--- src/design/cmd_settings.svh ---
`ifndef CMD_SETTINGS_SVH
`define CMD_SETTINGS_SVH

// ========================================================================
// command word layout
// ========================================================================
`define CMD_WORD_W        16
`define CMD_OPCODE_W      8
`define CMD_ARG1_W        3
`define CMD_ARG2_W        5
`define CMD_IMM_W         8

// ========================================================================
// storage sizes
// ========================================================================
`define CMD_QUEUE_DEPTH   4
`define CMD_REG_COUNT     8
`define CMD_REG_W         8
`define CMD_COUNT_W       8

// limit applied to SET values after reset
`define CMD_DEFAULT_LIMIT 10

`endif

--- src/design/cmd_format_pkg.sv ---
`include "cmd_settings.svh"

package cmd_format_pkg;

        typedef enum logic [`CMD_OPCODE_W-1:0] {
                SET   = 0,
                INC   = 1,
                ADD   = 2,
                CLEAR = 3,
                LIMIT = 4
        } opcode_e;

        // register view: opcode, register index, small value
        typedef struct packed {
                logic [`CMD_OPCODE_W-1:0] opcode;
                logic [`CMD_ARG1_W-1:0]   arg1;
                logic [`CMD_ARG2_W-1:0]   arg2;
        } cmd_fields_t;

        // immediate view, used by LIMIT
        typedef struct packed {
                logic [`CMD_OPCODE_W-1:0] opcode;
                logic [`CMD_IMM_W-1:0]    imm;
        } cmd_imm_t;

        typedef union packed {
                cmd_fields_t fields;
                cmd_imm_t    immed;
        } cmd_word_u;

endpackage

--- src/design/cmd_status_pkg.sv ---
package cmd_status_pkg;

        // outcome of one decoded command
        typedef enum logic [1:0] {
                OK         = 2'd0,
                BAD_OPCODE = 2'd1,
                RANGE      = 2'd2
        } status_e;

endpackage

--- src/design/cmd_queue.sv ---
`include "cmd_settings.svh"

module cmd_queue (
        input  logic                   clk,
        input  logic                   reset,
        input  logic                   push,
        input  logic [`CMD_WORD_W-1:0] word,
        input  logic                   pop,
        output logic [`CMD_WORD_W-1:0] head,
        output logic                   empty,
        output logic                   full
);

        localparam int DEPTH = `CMD_QUEUE_DEPTH;
        localparam int PTR_W = $clog2(DEPTH);
        localparam int CNT_W = $clog2(DEPTH + 1);

        logic [`CMD_WORD_W-1:0] mem [DEPTH];
        logic [PTR_W-1:0]       wr_ptr;
        logic [PTR_W-1:0]       rd_ptr;
        logic [CNT_W-1:0]       count;
        logic                   do_push;
        logic                   do_pop;

        // pushes into a full queue are lost
        assign do_push = push && !full;
        assign do_pop  = pop && !empty;

        assign empty = (count == '0);
        assign full  = (count == CNT_W'(DEPTH));
        assign head  = mem[rd_ptr];

        always_ff @(posedge clk) begin
                if (do_push) begin
                        mem[wr_ptr] <= word;
                end
        end

        always_ff @(posedge clk or negedge reset) begin
                if (!reset) begin
                        wr_ptr <= '0;
                        rd_ptr <= '0;
                        count  <= '0;
                end else begin
                        if (do_push) begin
                                wr_ptr <= (wr_ptr == PTR_W'(DEPTH - 1)) ? '0 : wr_ptr + 1'b1;
                        end
                        if (do_pop) begin
                                rd_ptr <= (rd_ptr == PTR_W'(DEPTH - 1)) ? '0 : rd_ptr + 1'b1;
                        end
                        case ({do_push, do_pop})
                                2'b10:   count <= count + 1'b1;
                                2'b01:   count <= count - 1'b1;
                                default: count <= count;
                        endcase
                end
        end

endmodule

--- src/design/cmd_decoder.sv ---
`include "cmd_settings.svh"

module cmd_decoder (
        input  logic                      clk,
        input  logic                      reset,
        input  logic                      start,
        input  cmd_format_pkg::cmd_word_u head,
        input  logic                      empty,
        input  logic [`CMD_REG_W-1:0]     limit,
        output logic                      pop,
        output logic                      busy,
        output logic                      done,
        output cmd_status_pkg::status_e   status,
        output cmd_format_pkg::opcode_e   opcode,
        output logic [`CMD_ARG1_W-1:0]    arg1,
        output logic [`CMD_ARG2_W-1:0]    arg2,
        output logic [`CMD_IMM_W-1:0]     imm
);

        typedef enum logic [1:0] {
                IDLE  = 2'd0,
                FETCH = 2'd1,
                CHECK = 2'd2,
                DONE  = 2'd3
        } state_e;

        state_e                    state;
        state_e                    state_next;
        cmd_format_pkg::cmd_word_u word;
        cmd_status_pkg::status_e   chk_status;
        logic [`CMD_ARG2_W-1:0]    chk_arg2;
        logic [`CMD_REG_W-1:0]     set_value;

        // ====================================================================
        // state sequence
        // ====================================================================
        always_ff @(posedge clk or negedge reset) begin
                if (!reset) begin
                        state <= IDLE;
                end else begin
                        state <= state_next;
                end
        end

        always_comb begin
                state_next = state;
                case (state)
                        IDLE:    if (start) state_next = FETCH;
                        FETCH:   if (!empty) state_next = CHECK;
                        CHECK:   state_next = DONE;
                        DONE:    state_next = IDLE;
                        default: state_next = IDLE;
                endcase
        end

        assign pop  = (state == FETCH) && !empty;
        assign busy = (state != IDLE);
        assign done = (state == DONE);

        // the head word is taken in the same cycle as pop
        always_ff @(posedge clk) begin
                if (pop) begin
                        word <= head;
                end
        end

        // ====================================================================
        // validation
        // ====================================================================
        assign set_value = {{(`CMD_REG_W - `CMD_ARG2_W){1'b0}}, word.fields.arg2};

        always_comb begin
                chk_status = cmd_status_pkg::OK;
                chk_arg2   = word.fields.arg2;
                if (word.fields.opcode > cmd_format_pkg::LIMIT) begin
                        chk_status = cmd_status_pkg::BAD_OPCODE;
                end else if (word.fields.opcode == cmd_format_pkg::SET) begin
                        if (set_value > limit) begin
                                chk_status = cmd_status_pkg::RANGE;
                        end
                end else if (word.fields.opcode == cmd_format_pkg::INC) begin
                        // INC becomes an add of one in the bank
                        chk_arg2 = `CMD_ARG2_W'(1);
                end
        end

        always_ff @(posedge clk or negedge reset) begin
                if (!reset) begin
                        status <= cmd_status_pkg::OK;
                end else if (state == CHECK) begin
                        status <= chk_status;
                end
        end

        always_ff @(posedge clk) begin
                if (state == CHECK) begin
                        opcode <= cmd_format_pkg::opcode_e'(word.fields.opcode);
                        arg1   <= word.fields.arg1;
                        arg2   <= chk_arg2;
                        imm    <= word.immed.imm;
                end
        end

endmodule

--- src/design/cmd_config_stats.sv ---
`include "cmd_settings.svh"

module cmd_config_stats (
        input  logic                    clk,
        input  logic                    reset,
        input  logic                    done,
        input  cmd_status_pkg::status_e status,
        input  cmd_format_pkg::opcode_e opcode,
        input  logic [`CMD_IMM_W-1:0]   imm,
        output logic [`CMD_REG_W-1:0]   limit,
        output logic [`CMD_COUNT_W-1:0] accept_count,
        output logic [`CMD_COUNT_W-1:0] error_count
);

        logic accepted;
        logic rejected;

        assign accepted = done && (status == cmd_status_pkg::OK);
        assign rejected = done && (status != cmd_status_pkg::OK);

        always_ff @(posedge clk or negedge reset) begin
                if (!reset) begin
                        limit <= `CMD_REG_W'(`CMD_DEFAULT_LIMIT);
                end else if (accepted && opcode == cmd_format_pkg::LIMIT) begin
                        limit <= imm;
                end
        end

        // both counters stick at all ones
        always_ff @(posedge clk or negedge reset) begin
                if (!reset) begin
                        accept_count <= '0;
                        error_count  <= '0;
                end else begin
                        if (accepted && accept_count != '1) begin
                                accept_count <= accept_count + 1'b1;
                        end
                        if (rejected && error_count != '1) begin
                                error_count <= error_count + 1'b1;
                        end
                end
        end

endmodule

--- src/design/reg_bank.sv ---
`include "cmd_settings.svh"

module reg_bank (
        input  logic                    clk,
        input  logic                    reset,
        input  logic                    done,
        input  cmd_status_pkg::status_e status,
        input  cmd_format_pkg::opcode_e opcode,
        input  logic [`CMD_ARG1_W-1:0]  arg1,
        input  logic [`CMD_ARG2_W-1:0]  arg2,
        input  logic [`CMD_ARG1_W-1:0]  rd_addr,
        output logic [`CMD_REG_W-1:0]   rd_data
);

        logic [`CMD_REG_W-1:0] regs [`CMD_REG_COUNT];
        logic [`CMD_REG_W-1:0] value;
        logic                  apply;

        assign value = {{(`CMD_REG_W - `CMD_ARG2_W){1'b0}}, arg2};
        assign apply = done && (status == cmd_status_pkg::OK);

        assign rd_data = regs[rd_addr];

        always_ff @(posedge clk or negedge reset) begin
                if (!reset) begin
                        for (int i = 0; i < `CMD_REG_COUNT; i++) begin
                                regs[i] <= '0;
                        end
                end else if (apply) begin
                        case (opcode)
                                cmd_format_pkg::SET: begin
                                        regs[arg1] <= value;
                                end
                                // INC arrives with arg2 already set to one
                                cmd_format_pkg::INC,
                                cmd_format_pkg::ADD: begin
                                        regs[arg1] <= regs[arg1] + value;
                                end
                                cmd_format_pkg::CLEAR: begin
                                        regs[arg1] <= '0;
                                end
                                default: begin
                                        regs[arg1] <= regs[arg1];
                                end
                        endcase
                end
        end

endmodule

--- src/design/command_unit.sv ---
`include "cmd_settings.svh"

module command_unit (
        input  logic                    clk,
        input  logic                    reset,
        input  logic                    cmd_push,
        input  logic [`CMD_WORD_W-1:0]  cmd_word,
        input  logic                    start,
        input  logic [`CMD_ARG1_W-1:0]  rd_addr,
        output logic                    cmd_full,
        output logic                    busy,
        output logic                    done,
        output cmd_status_pkg::status_e status,
        output logic [`CMD_REG_W-1:0]   rd_data,
        output logic [`CMD_REG_W-1:0]   limit,
        output logic [`CMD_COUNT_W-1:0] accept_count,
        output logic [`CMD_COUNT_W-1:0] error_count
);

        logic [`CMD_WORD_W-1:0]  q_head;
        logic                    q_empty;
        logic                    pop;
        cmd_format_pkg::opcode_e opcode;
        logic [`CMD_ARG1_W-1:0]  arg1;
        logic [`CMD_ARG2_W-1:0]  arg2;
        logic [`CMD_IMM_W-1:0]   imm;

        cmd_queue u_queue (
                .clk   (clk),
                .reset (reset),
                .push  (cmd_push),
                .word  (cmd_word),
                .pop   (pop),
                .head  (q_head),
                .empty (q_empty),
                .full  (cmd_full)
        );

        cmd_decoder u_decoder (
                .clk    (clk),
                .reset  (reset),
                .start  (start),
                .head   (q_head),
                .empty  (q_empty),
                .limit  (limit),
                .pop    (pop),
                .busy   (busy),
                .done   (done),
                .status (status),
                .opcode (opcode),
                .arg1   (arg1),
                .arg2   (arg2),
                .imm    (imm)
        );

        cmd_config_stats u_config (
                .clk          (clk),
                .reset        (reset),
                .done         (done),
                .status       (status),
                .opcode       (opcode),
                .imm          (imm),
                .limit        (limit),
                .accept_count (accept_count),
                .error_count  (error_count)
        );

        reg_bank u_bank (
                .clk     (clk),
                .reset   (reset),
                .done    (done),
                .status  (status),
                .opcode  (opcode),
                .arg1    (arg1),
                .arg2    (arg2),
                .rd_addr (rd_addr),
                .rd_data (rd_data)
        );

endmodule

--- config.mk ---
export PLATFORM = sky130hd
export DESIGN_NAME = command_unit
export DESIGN_NICKNAME = d
export VERILOG_FILES = /design/src/design/cmd_format_pkg.sv /design/src/design/cmd_status_pkg.sv /design/src/design/cmd_queue.sv /design/src/design/cmd_decoder.sv /design/src/design/cmd_config_stats.sv /design/src/design/reg_bank.sv /design/src/design/command_unit.sv
export VERILOG_INCLUDE_DIRS = /design/src /design/src/design
export SDC_FILE = /design/constraint.sdc
export NUM_CORES = 1
export LEC_CHECK = 0
export ABC_AREA = 0
export ABC_CLOCK_PERIOD_IN_PS = 4800
export BUFFER_PORTS_ARGS = -buffer_cell sky130_fd_sc_hd__buf_4
export CAP_MARGIN = 20
export CORE_UTILIZATION = 60
export CTS_CLUSTER_SIZE = 40
export DETAILED_ROUTE_END_ITERATION = 7
export PLACE_DENSITY_LB_ADDON = 0.3
export SLEW_MARGIN = 20
export SYNTH_ARGS = -nofsm -noshare
export SYNTH_HDL_FRONTEND = slang
export SYNTH_SLANG_ARGS = --single-unit
export TNS_END_PERCENT = 10
--- constraint.sdc ---
create_clock -name clk -period 4.8 [get_ports clk]
set_input_delay 0.24 -clock clk [delete_from_list [all_inputs] [get_ports clk]]
set_output_delay 0.24 -clock clk [all_outputs]
set_load 0.01 [all_outputs]
==> reports/results.tsv <==
metric	value	unit
outcome	complete, but fails checks	
failing checks	DRC	
first-pass GRT wire length	30260	µm
post-synth top area share	33.09	%
total DRC errors in the routed layout	5	
Worst-Skew Late Latency	430	ps
power per cell area	491.8	mW/mm²
CP dominant cell by count	a21oi_1	
total track usage	25.61	%
Nets	758	
register clock-pin slew on the reported worst setup and hold paths	70	ps
wire length per cell	20.51	µm
syn_nets	683	
antenna-violating nets left	0	
Max-Cap Viols	0	
Mapped Area	0.009165	mm²
CTS Root Cell	clkbuf_16	
CP max FO	17	
Final Critical Period	3670	ps
Slew HR	43.10	%
syn avg cell area	14.43	µm²
initial drt markers	465	
total wire length	18600	µm
Final Hold Fails	0	
ys async rst share	49.50	%
Avg Vias per Cell	6.147	
Startpoint Class	flop	
RSZ-0062 raised after global routing	no	
GPL Wtd Cong	0.9337	
final setup vio count	0	
CTS tree	built	
PortBufs	59	
final worst slack	1130	ps
Worst Hold Class	input pin to flop	
vias	5575	
Die W	125.6	µm
Top FF cell, synth	edfxtp_1	
clock buffer depth	2	
Reg2Reg Depth	11	
most common cell after layout, fill and taps aside	edfxtp_1	
worst path arrival time	3990	ps
die area	0.01577	mm²
Post-Route Skew	11.22	ps
Crit Path Category	flop to flop	
DRT Pass-1 Iters	7	
post-synthesis compound-gate area fraction	5.447	%
Std-Cell Core Area	0.01470	mm²
Final period util	76.45	%
CP required	5120	ps
# fillers	930	
Post-CTS Setup Inserts	0	
Layout area overhead	14.65	%
total CTS buffers	17	
crit-path max cell delay	700	ps
pre-CTS worst setup slack	1194	ps
Adder-Cell Fraction of Synth Area	3.577	%
Seq cells post-synth	200	
Post-Synth Simple-Gate Area	8.109	%
Initial Utilization	62.35	%
Die Ht	125.6	µm
total gr overflow	0	
Netlist cell types	54	
top cell type by total area after synthesis	edfxtp_1	
Post-DP HPWL	12740	µm
largest net degree at the start of global routing	66	
Ys Warns	0	
crit end category	flop	
# diodes	0	
mux contribution to synthesized area	18.43	%
Synth area leaders	edfxtp_1 33%, dfrtp_1 26%, mux4_2 9.3%	
Site Rows	44	
combinational family with the most area after synthesis	multiplexers	
Post-synth EDFFs	101	
initial antenna violation count	0	
FMAX	272.5	MHz
ratio of cells with drive above 1 in the final layout	27.80	%
Slowest-stage cell, CP	edfxtp_1	
Total Neg Setup Slack	0	ps
Max Slew Vio Count	0	
I/O pin count	60	
Worst VDD drop	0.0004994	V
vias in the first global route	5725	
Syn Inst Count	635	
most frequent cells in the layout	101 x edfxtp_1, 96 x dfrtp_1, 69 x buf_4	
Leak	4.368	nW
Hold Crit Depth	1	
clock sink count	200	
sequential fraction of the synthesis area	60.15	%
Synth Area in XOR/XNOR	2.102	%
H-tree levels	4	
crit path cell chain	and2_1 -> a221oi_1 -> a21oi_1 -> or3_1 -> ha_1 -> a21o_1 -> a21oi_1 -> o21bai_1 -> and4_1 -> a211o_1 -> mux2_2	
Slew @ Worst Pin	853.6	ps
## cells by family (layout without fill, tap and decap cells)
kind of cell,after synthesis,count (layout)
flops,200,200
fa+ha+maj,25,25
xor+xnor,22,22
simple gates,151,151
buf+inv,49,137
compound gates,78,78
mux,110,110
## power by group
group	internal (mW)	switching, mW
combinational	0.564	0.645
sequential	2.23	0.312
clock	0.777	0.634
total	3.58	1.59
## metal layers
layer | track usage, % | routed length [µm] | up-vias
li1 | - | - | 2535
met1 | 32.73 | 7626 | 2833
met2 | 43.40 | 9670 | 171
met4 | 9.900 | 473 | 0
met5 | 0 | 0 | -
met3 | 5.178 | 829 | 36
## cell usage after synthesis, drive strengths merged, types with 2 or more instances
| master | instances |
|---|---|
| a211o | 3 |
| a21o | 3 |
| a21oi | 11 |
| a221o | 2 |
| a221oi | 2 |
| a22oi | 5 |
| a31oi | 3 |
| and2 | 11 |
| and3 | 5 |
| buf | 12 |
| clkbuf | 14 |
| dfrtp | 97 |
| dfstp | 2 |
| edfxtp | 101 |
| fa | 2 |
| ha | 23 |
| inv | 23 |
| mux2 | 61 |
| mux2i | 9 |
| mux4 | 40 |
| nand2 | 51 |
| nand2b | 6 |
| nand3 | 18 |
| nand3b | 4 |
| nand4 | 2 |
| nor2 | 25 |
| nor2b | 5 |
| nor3 | 7 |
| nor3b | 4 |
| nor4 | 2 |
| o211ai | 2 |
| o21a | 2 |
| o21ai | 31 |
| o221ai | 2 |
| o22ai | 5 |
| or3 | 6 |
| or4 | 2 |
| xnor2 | 11 |
| xor2 | 11 |
## stage by stage
stage,util (%),power (mW),cell area [µm²],hold WS [ps],instances
floorplan,-,3.351,9165,-55.59,635
global placement,66.67,3.681,9799,212.1,862
detailed placement,66.67,3.766,9799,226.1,862
CTS,71.41,5.184,10500,0.5962,906
global route,71.48,5.423,10510,3.753,907
finish,71.48,5.167,10510,16.88,907
## worst max-delay path, delay by kind of cell, from the launching register on
family,cells,cell delay [ps]
multiplexers,1,290
AND/OR/NAND/NOR,3,920
adder cells (fa/ha/maj),1,340
AO/OA/AOI/OAI,6,1290
flip-flops,1,700
## repair_timing
action	CTS	global route
setup endpoints to repair	0	0
hold buffers	12	1
resized for setup	0	0
hold endpoints to repair	78	4
## area by class of cell
class	count	area [µm²]	share of cell area [%]
repair buffers	82	648.1	6.168
flip-flops and latches	200	5514	52.48
multi-input cells	386	3452	32.85
inverters	23	86.33	0.8216
clock inverters	12	140.1	1.334
clock buffers	20	436.7	4.156
well taps	184	230.2	2.191
## path summary, 6_finish.rpt
path | start | slack [ps] | endpoint
max in group asynchronous | reset | 3310 | async pin
min in group asynchronous | reset | 300 | async pin
worst min-delay path | cmd_word[5] | 20 | u_queue.mem[2][5]
worst min register to register | u_decoder.word[5] | 420 | u_decoder.imm[5]
worst max-delay path | u_decoder.imm[5] | 1130 | flop
worst max register to register | u_decoder.imm[5] | 1130 | flop
Power figures use the tool's default switching activity.
